--- src/tcb_pkg.sv ---
// tightly coupled bus, shared widths and request/response types
// one word per transfer, byte enables cover DBW/8 bytes
// rsp.vld is a single-cycle strobe, the response path has no ready

package tcb_pkg;

  //////////////////////////////
  // widths
  //////////////////////////////

  // address width in bits
  localparam int unsigned ABW = 32;
  // data width in bits
  localparam int unsigned DBW = 32;
  // one enable per data byte
  localparam int unsigned BEW = DBW / 8;

  //////////////////////////////
  // request and response
  //////////////////////////////

  // request toward a subordinate, held stable while vld & ~rdy
  typedef struct packed {
    logic           vld;
    logic           wen;
    logic [ABW-1:0] adr;
    logic [BEW-1:0] ben;
    logic [DBW-1:0] wdt;
  } tcb_req_t;

  // response, DLY cycles after the transfer edge
  typedef struct packed {
    // high for exactly one cycle
    logic           vld;
    // read data, zero for writes
    logic [DBW-1:0] rdt;
    logic           err;
  } tcb_rsp_t;

endpackage : tcb_pkg
--- src/soc_map_pkg.sv ---
// address map of the subsystem
// a window matches when (adr & MASK) == BASE
// register offsets are byte offsets inside the register window

package soc_map_pkg;

  //////////////////////////////
  // windows
  //////////////////////////////

  // 4 KiB SRAM at the bottom of the map
  localparam logic [tcb_pkg::ABW-1:0] SRAM_BASE = 32'h0000_0000;
  localparam logic [tcb_pkg::ABW-1:0] SRAM_MASK = 32'hffff_f000;

  // 256 byte register block
  localparam logic [tcb_pkg::ABW-1:0] REG_BASE  = 32'h0001_0000;
  localparam logic [tcb_pkg::ABW-1:0] REG_MASK  = 32'hffff_ff00;

  //////////////////////////////
  // registers
  //////////////////////////////

  // offsets, compared against adr & ~REG_MASK
  localparam logic [tcb_pkg::ABW-1:0] REG_ID      = 32'h0000_0000;
  localparam logic [tcb_pkg::ABW-1:0] REG_SCRATCH = 32'h0000_0004;
  localparam logic [tcb_pkg::ABW-1:0] REG_COUNT   = 32'h0000_0008;

  // read-only identification value
  localparam logic [tcb_pkg::DBW-1:0] ID_VALUE = 32'h7cb0_0101;

  // demux select codes, zero means no subordinate
  localparam logic [1:0] SUB_NONE = 2'b00;
  localparam logic [1:0] SUB_SRAM = 2'b01;
  localparam logic [1:0] SUB_REG  = 2'b10;

endpackage : soc_map_pkg

--- src/tcb_reg_sub.sv ---
// register subordinate with id, scratch and transfer count
// rdy drops for one cycle after every transfer, so at most half throughput
// writes to read-only or unknown offsets return err, DLY at least 1

module tcb_reg_sub #(
  parameter int unsigned DLY = 2
) (
  input  logic              tcb,
  input  logic              reset,
  input  tcb_pkg::tcb_req_t req,
  output logic              rdy,
  output tcb_pkg::tcb_rsp_t rsp
);

  logic                    trn;
  logic                    stall;
  logic [tcb_pkg::ABW-1:0] ofs;
  logic [tcb_pkg::DBW-1:0] scratch;
  logic [tcb_pkg::DBW-1:0] count;
  logic [tcb_pkg::DBW-1:0] rd_val;
  logic                    rd_err;
  logic                    wr_scratch;
  tcb_pkg::tcb_rsp_t       pip [DLY];

  //////////////////////////////
  // handshake
  //////////////////////////////

  // ready from own state only
  assign rdy = ~stall;
  assign trn = req.vld & rdy;

  // one idle cycle after each accepted transfer
  always_ff @(posedge tcb) begin
    if (reset) begin
      stall <= 1'b0;
    end else begin
      stall <= trn;
    end
  end

  //////////////////////////////
  // decode
  //////////////////////////////

  // byte offset inside the window
  assign ofs = req.adr & ~soc_map_pkg::REG_MASK;

  always_comb begin
    rd_val = '0;
    rd_err = 1'b1;
    case (ofs)
      soc_map_pkg::REG_ID: begin
        rd_val = soc_map_pkg::ID_VALUE;
        rd_err = req.wen;
      end
      soc_map_pkg::REG_SCRATCH: begin
        rd_val = scratch;
        rd_err = 1'b0;
      end
      // count before this transfer
      soc_map_pkg::REG_COUNT: begin
        rd_val = count;
        rd_err = req.wen;
      end
      default: begin
        rd_val = '0;
        rd_err = 1'b1;
      end
    endcase
  end

  assign wr_scratch = trn & req.wen & (ofs == soc_map_pkg::REG_SCRATCH);

  //////////////////////////////
  // registers
  //////////////////////////////

  always_ff @(posedge tcb) begin
    if (reset) begin
      scratch <= '0;
      count   <= '0;
    end else begin
      for (int b = 0; b < tcb_pkg::BEW; b++) begin
        if (wr_scratch & req.ben[b]) begin
          scratch[8*b +: 8] <= req.wdt[8*b +: 8];
        end
      end
      // every accepted transfer counts, errors too
      if (trn) begin
        count <= count + 1'b1;
      end
    end
  end

  //////////////////////////////
  // response pipeline
  //////////////////////////////

  always_ff @(posedge tcb) begin
    if (reset) begin
      for (int i = 0; i < DLY; i++) begin
        pip[i].vld <= 1'b0;
      end
    end else begin
      pip[0].vld <= trn;
      for (int i = 1; i < DLY; i++) begin
        pip[i].vld <= pip[i-1].vld;
      end
    end
    // write responses carry zero data
    pip[0].rdt <= req.wen ? '0 : rd_val;
    pip[0].err <= rd_err;
    for (int i = 1; i < DLY; i++) begin
      pip[i].rdt <= pip[i-1].rdt;
      pip[i].err <= pip[i-1].err;
    end
  end

  assign rsp = pip[DLY-1];

endmodule : tcb_reg_sub

--- config.mk ---
export PLATFORM = sky130hd
export DESIGN_NAME = tcb_reg_sub
export DESIGN_NICKNAME = d
export VERILOG_FILES = /design/src/tcb_pkg.sv /design/src/soc_map_pkg.sv /design/src/tcb_reg_sub.sv
export SDC_FILE = /design/constraint.sdc
export NUM_CORES = 1
export LEC_CHECK = 0
export BUFFER_PORTS_ARGS = -buffer_cell sky130_fd_sc_hd__buf_4
export CAP_MARGIN = 20
export CORE_ASPECT_RATIO = 0.6
export CORE_MARGIN = 2
export CORE_UTILIZATION = 50
export CTS_BUF_LIST = sky130_fd_sc_hd__clkbuf_4
export DETAILED_ROUTE_END_ITERATION = 10
export PLACE_DENSITY = 0.9
export SLEW_MARGIN = 20
export SYNTH_ARGS = -nofsm -noshare
export SYNTH_HDL_FRONTEND = slang
export SYNTH_SLANG_ARGS = --single-unit
--- constraint.sdc ---
create_clock -name tcb -period 2 [get_ports tcb]
set_input_delay 0.2 -clock tcb [delete_from_list [all_inputs] [get_ports tcb]]
set_output_delay 0.2 -clock tcb [all_outputs]
set_load 0.05 [all_outputs]
# Word level (Yosys, flattened, before mapping)
# Memory sizes are Yosys's and may differ from the RTL's.
# Index checks and enable logic that the tools add are counted.
# word_totals
wordCells,30
input_bits,72
ram_bits,68
output_inout_bits,35
ff_bits,65
memories,1
# classes
n_mux,8
n_eq_ne,2
n_addsub,1
bitwise,10
n_reduce_logical,2
# mem_list
name,depth,width,read_ports,rd_ports_with_merged_regs,wr,line,text
pip,2,34,2,0,2,tcb_reg_sub.sv:23,tcb_pkg::tcb_rsp_t pip [DLY];
# ops
operator,n
32-bit case mux with 3 select lines,1
"32-bit by 1-bit adder with 32-bit output, second input constant",1
32-bit zero test,1
32-bit 2-to-1 mux,1
"8-bit by 3-bit == test with 1-bit output, second input constant",1
"8-bit by 4-bit == test with 1-bit output, second input constant",1
1-bit AND,7
1-bit 2-to-1 mux,5
1-bit bitwise OR,2
1-bit case mux with 2 select lines,1
2-bit OR reduction,1
1-bit inverter,1

# Logic depth before layout (Yosys ltp)
# logic_depth
depth_word,5
depth_mapped,7

# Worst setup path before layout
# Ideal clock, no wire load.
# synth_path
path_kind,register -> register
startpoint,register count[7] (netlist bit)
endpoint,register count[31] (netlist bit)
path_stages_with_launch,7
synth_period_minus_slack_ns,1.903
arrival_time_ns,1.782
required_time_ns,1.879
n_path_buf,2
setup_slack_ns,0.097
path_cell_list,dfxtp_1 clkbuf_1 inv_1 or4_1 buf_2 nor4_1 mux2_2
# synth_via
elab_chain_cells,1
# synth_rtl
element,line,text
start: declaration,tcb_reg_sub.sv:19,logic [tcb_pkg::DBW-1:0] count;
start signal: assignment,tcb_reg_sub.sv:91,count <= count + 1'b1;
32-bit by 1-bit adder with 32-bit output,tcb_reg_sub.sv:91,
# No other way between the ends.
# A chain may end at the register's enable or synchronous reset.

==> flow_summary.json <==
{
  "power.share.clock_pct": 38.5,
  "hold_path_class": "in -> reg",
  "syn_to_final_growth_pct": 34.08,
  "p_total_mw": 4.705,
  "finalCritPeriodShare_pct": 97.67,
  "hpwl_um": 8168,
  "chipWidth_um": 128.8,
  "clock_skew_ps": 21.98,
  "grt_overflow": 0,
  "hold_viol_final": 0,
  "place_congestion": 0.8480,
  "syn_area_um2": 4669,
  "layout_common_cells": "dfxtp_1 (129), buf_4 (111), nor2_1 (79), a21oi_1 (39)",
  "track_usage_pct": 24.99,
  "synthCells": 467,
  "grt_pass1_wl_um": 19590,
  "cp-end-kind": "flop",
  "start_kind": "flop",
  "slew_headroom_pct": 62.02,
  "share_comb_of_total_power_pct": 5.2,
  "row_count": 27,
  "clk_path_buf_depth": 2,
  "synth_cell_types": 37,
  "initial_utilization_pct": 51.19,
  "slew_viol_final": 0,
  "cp-startpoint": "pip[0][33]",
  "drt-total-wl_um": 12530,
  "num_vias": 4187,
  "die-area_um2": 10150,
  "final_common_cell": "dfxtp_1",
  "final_layout_size_suffix_gt1_share_pct": 26.82,
  "die_h_um": 78.86,
  "htree_levels": 4,
  "instances_no_fill": 735,
  "cp_data_required_time_ps": 2470,
  "antenna_found_initial": 0,
  "endpoint": "count[19]",
  "cts_buffers": 17,
  "r2r-end": "count[19]",
  "vias_per_cell": 5.697,
  "status": "complete, no violations",
  "rsz0062_at_grt": "true",
  "ys_ff_latch": 132,
  "drc": 0,
  "power_density_nw_per_um2": 751.5,
  "drt-pass1-iter-count": 5,
  "avgSynthCellArea_um2": 9.999,
  "ios": 107,
  "clkTransAtPathRegs_ps": 130,
  "crit_fanout": 19,
  "finalCriticalPeriod_ps": 1953,
  "portBuffers": 82,
  "path_class": "reg -> reg",
  "clockRootBuffer": "clkbuf_4",
  "grt_pass1_vias": 4031,
  "p_switching_mw": 1.258,
  "nNetsFinal": 679,
  "cts_tree": "built",
  "fmax_mhz": 512.0,
  "maxCapViolations": 0,
  "grt_max_degree": 55,
  "worstReg2RegStart": "pip[0][33]",
  "clk_latency_ps": 540,
  "drt_iter0_drc": 561,
  "internal_power_mw": 3.447,
  "wl_per_cell_um": 17.05,
  "finalSetupViolCount": 0,
  "p_leak_nw": 2.327,
  "cp.arrival_ps": 2420,
  "synth_seq_area_share_pct": 56.59,
  "synth_nets": 540,
  "drtAntennaViolNets": 0,
  "diodes": 0,
  "reg2reg_depth": 5,
  "whs_ps": 98.61,
  "ir_worst_vdd_uv": 374.7,
  "coreArea_um2": 9121,
  "numPlacedInstances": 670,
  "swShare_pct": 26.74,
  "worstMarginPinSlew_ps": 569.7,
  "yosysWarnings": 0,
  "reg2reg_slack_ps": 50,
  "clock_sinks": 132,
  "seqPwrFrac_pct": 56.2
}
-- cell usage after synthesis, drive strengths merged --
cell type    n  share of area, %
nand3b       1              0.16
nand3        7              0.75
a21oi       40               4.3
nand2       15               1.2
o41ai        3              0.56
nand4        9               1.2
xor2         5              0.94
dfxtp      132                57
nor2b        4              0.54
and3         2              0.27
inv         15               1.2
or2          1              0.13
clkbuf      17               1.4
or4         11               1.8
or3          7              0.94
nor2        79               6.4
ha           1              0.27
nand4b       7               1.3
o21ai        7              0.75
buf         10               1.1
xnor2        4              0.75
nor4         9               2.5
mux2         3              0.72
or4b         1              0.21
nor3         3              0.32
a21o         1              0.16
o31ai        9               1.4
and4         6               1.1
nand2b       2              0.27
and4b        1              0.21
and2         1              0.13
a22oi       22               3.5
mux2i       32               6.9
-- flip-flops by register name, summed over array words and instances, names as in the netlist --
register and cells:
pip 68, count 32, scratch 32
-- layout make-up --
| type | count | area [µm²] |
|---|---|---|
| flip-flops and latches | 132 | 2646 |
| well taps | 116 | 145.1 |
| inverters | 15 | 56.30 |
| clock buffers | 17 | 127.6 |
| repair buffers | 147 | 1225 |
| clock inverters | 15 | 165.2 |
| multi-input cells | 293 | 1896 |
| fillers | 580 | 2860 |
-- timing repair --
action                                  in CTS  in global routing
buffers inserted                             0                  1
endpoints found under the setup margin       4                 14
endpoints found under the hold margin       32                  0
pin swaps                                    0                  2
hold buffers                                32                  0
resized for setup                            3                  6
-- per-stage QoR --
stage	TNS (ps)	area, µm²	utilization, %	setup slack (ps)
global route	-29.74	6261	68.64	-17.89
floorplan	0	4669	-	97.46
global placement	0	5605	61.45	71.99
detailed placement	-135.1	5605	61.45	-119.2
CTS	0	6236	68.37	13.64
finish	0	6261	68.64	46.69
-- worst max-delay path: stages, from the launching register on --
cell and delay [ps]:
dfxtp_1 330, nand2b_1 160, or4_1 530, buf_6 180
or4_1 510, a21oi_2 180
-- worst min path at each step --
stage	start	to	slack [ps]	cells past startpoint
2_1_floorplan	pip[0][0]	pip[1][0]	310	0
3_3_place_gp	pip[0][32]	pip[1][32]	310	0
3_5_place_dp	pip[0][3]	pip[1][3]	310	0
4_1_cts	req[38]	pip[0][27]	70	4
5_1_grt	req[69]	pip[0][33]	80	4
6_report	req[69]	pip[0][33]	100	4
-- per-layer routing --
metal / vias to the layer above / global-route usage [%] / part of all wire (%)
li1: 1926 / - / -
met1: 1944 / 30.41 / 40
met2: 276 / 42.22 / 48
met3: 41 / 7.749 / 10
met4: 0 / 8.696 / 1.9
met5: - / 0 / 0
-- power groups by stage --
| stage | clock [mW] | sequential, mW | combinational (mW) |
|---|---|---|---|
| finish | 1.81 | 2.64 | 0.247 |
| global route | 1.94 | 2.65 | 0.264 |
| CTS | 1.83 | 2.64 | 0.241 |
| detailed placement | 0 | 2.70 | 0.189 |
| global placement | 0 | 2.70 | 0.182 |
| floorplan | 0 | 2.70 | 0.0759 |
-- cells by family (layout without fill, tap and decap cells) --
kind of cell,count (synthesis),count (layout),share of synthesized area [%]
adders and majority gates,1,1,0.2679
and+or+nand+nor,166,166,19.48
xor gates and xnor gates,9,9,1.688
buffers and inverters,42,194,3.644
muxes,35,35,7.583
AOI/OAI and AO/OA,82,82,10.74
DFF,132,132,56.59
(Power assumes the default switching activity.)
