<file path="src/tcb_pkg.sv">
// tightly coupled bus, shared widths and request/response types
// one word per transfer, byte enables cover DBW/8 bytes
// rsp.vld is a single-cycle strobe, the response path has no ready

package tcb_pkg;

  //////////////////////////////
  // widths
  //////////////////////////////

  // address width in bits
  localparam int unsigned ABW = 32;
  // data width in bits
  localparam int unsigned DBW = 32;
  // one enable per data byte
  localparam int unsigned BEW = DBW / 8;

  //////////////////////////////
  // request and response
  //////////////////////////////

  // request toward a subordinate, held stable while vld & ~rdy
  typedef struct packed {
    logic           vld;
    logic           wen;
    logic [ABW-1:0] adr;
    logic [BEW-1:0] ben;
    logic [DBW-1:0] wdt;
  } tcb_req_t;

  // response, DLY cycles after the transfer edge
  typedef struct packed {
    // high for exactly one cycle
    logic           vld;
    // read data, zero for writes
    logic [DBW-1:0] rdt;
    logic           err;
  } tcb_rsp_t;

endpackage : tcb_pkg
</file>
<file path="src/soc_map_pkg.sv">
// address map of the subsystem
// a window matches when (adr & MASK) == BASE
// register offsets are byte offsets inside the register window

package soc_map_pkg;

  //////////////////////////////
  // windows
  //////////////////////////////

  // 4 KiB SRAM at the bottom of the map
  localparam logic [tcb_pkg::ABW-1:0] SRAM_BASE = 32'h0000_0000;
  localparam logic [tcb_pkg::ABW-1:0] SRAM_MASK = 32'hffff_f000;

  // 256 byte register block
  localparam logic [tcb_pkg::ABW-1:0] REG_BASE  = 32'h0001_0000;
  localparam logic [tcb_pkg::ABW-1:0] REG_MASK  = 32'hffff_ff00;

  //////////////////////////////
  // registers
  //////////////////////////////

  // offsets, compared against adr & ~REG_MASK
  localparam logic [tcb_pkg::ABW-1:0] REG_ID      = 32'h0000_0000;
  localparam logic [tcb_pkg::ABW-1:0] REG_SCRATCH = 32'h0000_0004;
  localparam logic [tcb_pkg::ABW-1:0] REG_COUNT   = 32'h0000_0008;

  // read-only identification value
  localparam logic [tcb_pkg::DBW-1:0] ID_VALUE = 32'h7cb0_0101;

  // demux select codes, zero means no subordinate
  localparam logic [1:0] SUB_NONE = 2'b00;
  localparam logic [1:0] SUB_SRAM = 2'b01;
  localparam logic [1:0] SUB_REG  = 2'b10;

endpackage : soc_map_pkg

</file>
<file path="src/tcb_demux.sv">
// one manager to two subordinates, decoded on the address map
// DLY must match the response delay of both subordinates, at least 1
// unmapped accesses are accepted at once and answered with err

module tcb_demux #(
  parameter int unsigned DLY = 2
) (
  input  logic              tcb,
  input  logic              reset,
  // manager side
  input  tcb_pkg::tcb_req_t req,
  output logic              rdy,
  output tcb_pkg::tcb_rsp_t rsp,
  // sram side
  output tcb_pkg::tcb_req_t sram_req,
  input  logic              sram_rdy,
  input  tcb_pkg::tcb_rsp_t sram_rsp,
  // register side
  output tcb_pkg::tcb_req_t reg_req,
  input  logic              reg_rdy,
  input  tcb_pkg::tcb_rsp_t reg_rsp
);

  // one entry of the select pipeline
  typedef struct packed {
    logic [1:0] sel;
    // unmapped transfer, this entry answers itself
    logic       nxe;
  } sel_t;

  logic [1:0] sel;
  logic       trn;
  sel_t       sel_pip [DLY];
  sel_t       sel_out;

  //////////////////////////////
  // decode and routing
  //////////////////////////////

  always_comb begin
    if ((req.adr & soc_map_pkg::SRAM_MASK) == soc_map_pkg::SRAM_BASE) begin
      sel = soc_map_pkg::SUB_SRAM;
    end else if ((req.adr & soc_map_pkg::REG_MASK) == soc_map_pkg::REG_BASE) begin
      sel = soc_map_pkg::SUB_REG;
    end else begin
      sel = soc_map_pkg::SUB_NONE;
    end
  end

  // all fields pass through, only vld is steered
  always_comb begin
    sram_req     = req;
    sram_req.vld = req.vld & (sel == soc_map_pkg::SUB_SRAM);
    reg_req      = req;
    reg_req.vld  = req.vld & (sel == soc_map_pkg::SUB_REG);
  end

  // ready of the addressed subordinate, unmapped never stalls
  always_comb begin
    case (sel)
      soc_map_pkg::SUB_SRAM: rdy = sram_rdy;
      soc_map_pkg::SUB_REG:  rdy = reg_rdy;
      default:               rdy = 1'b1;
    endcase
  end

  assign trn = req.vld & rdy;

  //////////////////////////////
  // select pipeline
  //////////////////////////////

  // idle cycles push SUB_NONE, so the output stays quiet
  always_ff @(posedge tcb) begin
    if (reset) begin
      for (int i = 0; i < DLY; i++) begin
        sel_pip[i].sel <= soc_map_pkg::SUB_NONE;
        sel_pip[i].nxe <= 1'b0;
      end
    end else begin
      sel_pip[0].sel <= trn ? sel : soc_map_pkg::SUB_NONE;
      sel_pip[0].nxe <= trn & (sel == soc_map_pkg::SUB_NONE);
      for (int i = 1; i < DLY; i++) begin
        sel_pip[i] <= sel_pip[i-1];
      end
    end
  end

  assign sel_out = sel_pip[DLY-1];

  // response merge, no register on this path
  always_comb begin
    case (sel_out.sel)
      soc_map_pkg::SUB_SRAM: rsp = sram_rsp;
      soc_map_pkg::SUB_REG:  rsp = reg_rsp;
      default: begin
        // error response for unmapped access
        rsp.vld = sel_out.nxe;
        rsp.rdt = '0;
        rsp.err = sel_out.nxe;
      end
    endcase
  end

endmodule : tcb_demux

</file>
<file path="config.mk">
export PLATFORM = sky130hd
export DESIGN_NAME = tcb_demux
export DESIGN_NICKNAME = d
export VERILOG_FILES = /design/src/tcb_pkg.sv /design/src/soc_map_pkg.sv /design/src/tcb_demux.sv
export SDC_FILE = /design/constraint.sdc
export NUM_CORES = 1
export LEC_CHECK = 0
export BUFFER_PORTS_ARGS = -buffer_cell sky130_fd_sc_hd__buf_2
export CAP_MARGIN = 10
export CORE_AREA = 2 2 122 124
export CTS_CLUSTER_SIZE = 12
export DETAILED_ROUTE_END_ITERATION = 16
export DIE_AREA = 0 0 124 126
export GPL_TIMING_DRIVEN = 0
export HOLD_SLACK_MARGIN = 0.06
export PLACE_DENSITY_LB_ADDON = 0.1
export SETUP_SLACK_MARGIN = 0.5
export SLEW_MARGIN = 5
export SYNTH_ARGS = -nofsm -noshare
export SYNTH_HDL_FRONTEND = slang
export SYNTH_SLANG_ARGS = --single-unit
</file>
<file path="constraint.sdc">
create_clock -name tcb -period 1.7 [get_ports tcb]
set_clock_uncertainty 0.1 [all_clocks]
set_input_delay 0.255 -clock tcb [delete_from_list [all_inputs] [get_ports tcb]]
set_output_delay 0.255 -clock tcb [all_outputs]
set_load 0.03 [all_outputs]
</file>
# [Word-level counts from Yosys, hierarchy flattened]
# Memories as Yosys holds them, arrays and structs flattened.
# Cells that the tools add are included.
[totals] n_memories=1 elab_cells=26 out_inout_bits=175 input_bits=142 reg_bits=0 ram_bits=6
[classes] mux=11 n_reduce_logical=2 n_bitwise=7 eq_ne=5
[mem_list] name="sel_pip" words=2 width=3 read_ports=2 rd_ports_with_merged_regs=0 write_ports=2 line="tcb_demux.sv:33" text="sel_t sel_pip [DLY];"
[op_table] cell="one-hot mux 34 bit (2 select lines)" n=1
[op_table] cell="logical NOT 32 bit" n=1
[op_table] cell="== test 24 x 9 -> 1 bit, second input constant" n=1
[op_table] cell="2-to-1 mux 2 bit" n=4
[op_table] cell="AND 1 bit" n=4
[op_table] cell="== test 2 x 1 -> 1 bit, second input constant" n=2
[op_table] cell="== test 2 bit, second input constant" n=2
[op_table] cell="2-to-1 mux 1 bit" n=4
[op_table] cell="2-to-1 mux 3 bit" n=1
[op_table] cell="bitwise OR 1 bit" n=3
[op_table] cell="logical NOT 2 bit" n=1
[op_table] cell="one-hot mux 1 bit (2 select lines)" n=1

# [Depth between registers and ports, before layout]
[logic_depth] ltp_word=8 ltp_mapped=6

# [Least setup slack after synthesis]
# No wires, ideal clock.
[synth_path] path_type="in2out" startpoint="in req[61] in the netlist's numbering" endpoint="out reg_req[69] in the netlist's numbering" slack_ns=-0.345 path_stages=3 n_path_buf=0 t_required_ns=1.345 arrival_time_ns=1.690 cell_sequence="nor4_2 -> nand3_2 -> nor4_1"
[synth_rtl] item="from (decl)" line="tcb_demux.sv:11" text="input tcb_pkg::tcb_req_t req,"
[synth_rtl] item="to (decl)" line="tcb_demux.sv:19" text="output tcb_pkg::tcb_req_t reg_req,"

==> impl_summary.txt <==
----------------------------------------------------
[Critical path]
  Library cell contributing the largest single delay on the critical path ... sky130_fd_sc_hd__dfxtp_2
  Highest net fanout along the worst path ... 7
  Largest stage delay on the critical path ... 0.33 ns
  RR Startpoint ... sel_pip[0][1]
  Arrival time of the worst setup path ... 1.48 ns
  Critical register-to-register path endpoint ... sel_pip[0][4]
  Reg2Reg Setup Slack ... 1.09 ns
  CP Data Required Time ... 1.34 ns
  CP endpoint kind ... output pin
  Cells on worst reg2reg path ... 1
  Chain of cells forming the critical path ... inv_2 > ha_4 > clkbuf_16 > clkbuf_16 > a22oi_2 > nor2_4 > buf_6
  Critical path class ... register to output pin
  Most common cell type on the critical path ... sky130_fd_sc_hd__clkbuf_16
  Setup crit start kind ... register

[Clock tree]
  CTS tree ... yes
  Clock buffer depth ... 2
  Number of clock sinks ... 6
  Worst-Skew Late Latency ... 0.22 ns
  Level count of the clock H-tree ... 1
  Clock-pin slew on the worst setup and hold paths ... 0.03 ns
  Number of buffers inserted during clock tree synthesis ... 3
  Clk Tree Root Cell ... sky130_fd_sc_hd__clkbuf_16

[Die]
  Standard-cell row count ... 44
  Chip height ... 126 um
  Die outline area ... 0.0156 mm2
  Horizontal die dimension ... 124 um
  Core Region ... 0.0143 mm2
  Effective utilization at floorplan ... 12.6%
  I/O pin count ... 317

[Pwr]
  Worst IR drop on VDD ... 0.000244 V
  Leakage power ... 2.38 nW
  Overall power after layout ... 1.49 mW
  Power per standard cell area ... 303 mW/mm2

[GRT]
  Total overflow reported by the global router ... 0
  Vias in the first global route ... 2582
  Overall fraction of global-route tracks in use ... 9.38%
  Initial antenna violation count ... 1
  Maximum number of pins on one net before global-route repair ... 11
  First-pass GRT wire length ... 11900 um

[Yosys]
  Post-synthesis async set-or-reset flop share ... 0%
  Syn Inst Count ... 256
  Synth cell types ... 21
  Post-synthesis area per instance ... 7.07 um2
  EDFF count, synth ... 0
  Most used flip-flop cell after synthesis ... sky130_fd_sc_hd__dfxtp_1
  Mapped Area ... 0.00181 mm2
  Share of synthesized area occupied by flip-flops and latches ... 6.64%
  Syn Nets ... 400
  Total number of yosys warnings ... 0
  Post-synthesis sequential element count ... 6

[Drt]
  Wire length on met1 ... 2690 um
  Router iterations before antenna repair ... 4
  Number of remaining DRC errors ... 0
  Via density per instance ... 3.59
  Top Layer Used ... met4
  Met2 wirelength from detailed routing ... 4840 um
  Wire length per cell ... 11.5 um
  Initial DRC Count ... 21
  Total number of vias ... 2645
  Antenna-violating nets left ... 0
  Wire length on met3 ... 902 um
  Final WL ... 8470 um

[STA]
  Final slew viol count ... 0
  Max-slew headroom ... 80.8%
  Max Freq ... 545 MHz
  Setup repair after global routing missed its margin ... yes
  Final worst-path setup slack ... -0.135 ns
  Final cycle utilization of the critical path ... 108%
  Transition time at the pin with the least slew margin ... 0.286 ns
  Final hold vios ... 0
  Finish-stage setup viols ... 35
  Final critical-path required period ... 1.83 ns

[Worst hold path]
  Number of cells on the worst hold path ... 2
  Path class of the lowest-slack min-delay path ... input pin to register
  Hold-critical path endpoint ... sel_pip[0][5]
  Hold path startpoint ... reset

[Final layout]
  Filler instances ... 1516
  Layout overhead on the synthesized area ... 171%
  Cell Count, Final, Fillers Out ... 736
  Registers with the highest flip-flop counts ... sel_pip: 6 flops
  Share of post-route cells with drive strength above 1 ... 96.9%
  Register with the most flip-flops ... sel_pip
  Fin nets ... 697
  Layout Utilization ... 34.3%
  Area used by multi-input combinational logic ... 0.00117 mm2
  Total area of sequential cells ... 123 um2
  Max reg flops ... 6

[Placed design]
  Worst slack at placement ... -0.151 ns
  Buffers on Ports ... 271
  Cell count after placement ... 711
  Detailed placement HPWL ... 6970 um
  Final estimated routing congestion in global placement ... 0.718

[Outcome]
  Status ... finished, violations left
  Violated checks ... setup timing

[Run]
  Number of maximum-capacitance violations ... 0

----------------------------------------------------
==> metal layers <==
layer | vias up | GRT usage [%]
li1 | 1310 | -
met1 | 1177 | 8.69
met2 | 154 | 19.7
met3 | 4 | 3.31
met4 | 0 | 0.595
met5 | - | 0
==> worst max-delay path: cells and delay by family, from the launching register on <==
kind	cells	cell delay [ns]
and+or+nand+nor	1	0.06
adders and majority gates	1	0.15
buffers and inverters	4	0.51
AOI/OAI and AO/OA	1	0.20
DFF	1	0.33
==> how the worst max path moves through the flow <==
stage	from	to	slack (ns)	cells past startpoint
2_1_floorplan	req[57]	sram_req[69]	0.17	3
3_3_place_gp	req[57]	rdy	-0.15	5
3_5_place_dp	req[57]	rdy	-0.15	5
4_1_cts	sel_pip[0][4]	rsp[17]	-0.16	7
5_1_grt	sel_pip[0][5]	rsp[30]	-0.19	7
6_report	sel_pip[0][4]	rsp[26]	-0.13	7
==> stage by stage <==
stage                     area (um2)  hold slack [ns]  TNS (ns)
after floorplan                 2460            0.219         0
after global placement          4040            0.331    -0.836
after detailed placement        4040            0.325     -1.17
after CTS                       4820            0.140     -4.62
after global routing            4900            0.157     -5.75
final                           4900            0.138     -3.88
==> power by group <==
part	total (mW)	internal, mW	switching (mW)
clock	0.370	0.301	0.0690
sequential	0.145	0.144	0.000986
combinational	0.971	0.428	0.544
total	1.49	0.873	0.614
==> cells in the mapped netlist, drive strengths merged, types with 4 or more instances <==
cell type / count / area share [%]
a22oi: 32 / 13
buf: 141 / 58
clkbuf: 9 / 1.9
dfxtp: 6 / 6.6
inv: 6 / 1.2
nor2: 36 / 7.5
nor2b: 4 / 1.4
nor4: 8 / 4.3
==> final cells by class <==
| cell class | instances | share of cell area [%] |
|---|---|---|
| timing repair buffer | 292 | 39.9 |
| buffer | 150 | 26.9 |
| multi-input combinational | 94 | 24.0 |
| tap | 184 | 4.70 |
| sequential | 6 | 2.50 |
| clock buffer | 3 | 1.53 |
| inverter | 6 | 0.459 |
| antenna | 1 | 0.0510 |
==> layout by cell type, fill, tap and decap left out, drive strengths merged <==
cell	n
a221oi	2
a22oi	32
a31oi	1
buf	426
clkbuf	19
dfxtp	6
diode	1
ha	2
inv	6
nand2	2
nand3	2
nand4	1
nor2	36
nor2b	4
nor3	2
nor4	8
o311a	1
or3	1
==> cell families (layout without fill, tap and decap cells) <==
group / count (synthesis) / after routing / share of synthesized area [%]
buffers and inverters: 156 / 451 / 61.2
and+or+nand+nor: 56 / 56 / 15.6
AOI/OAI and AO/OA: 36 / 36 / 15.1
DFF: 6 / 6 / 6.64
adders and majority gates: 2 / 2 / 1.38
other: 0 / 1 / 0
==> repair_timing <==
action | 4_1_cts | 5_1_grt
gates cloned | 6 | 2
endpoints found under the setup margin | 39 | 40
hold buffers | 0 | 0
pin swaps | 49 | 13
gates resized for setup | 130 | 6
endpoints found under the hold margin | 0 | 0
buffers inserted | 12 | 1
No activity file was read; power rests on OpenSTA's default activity.
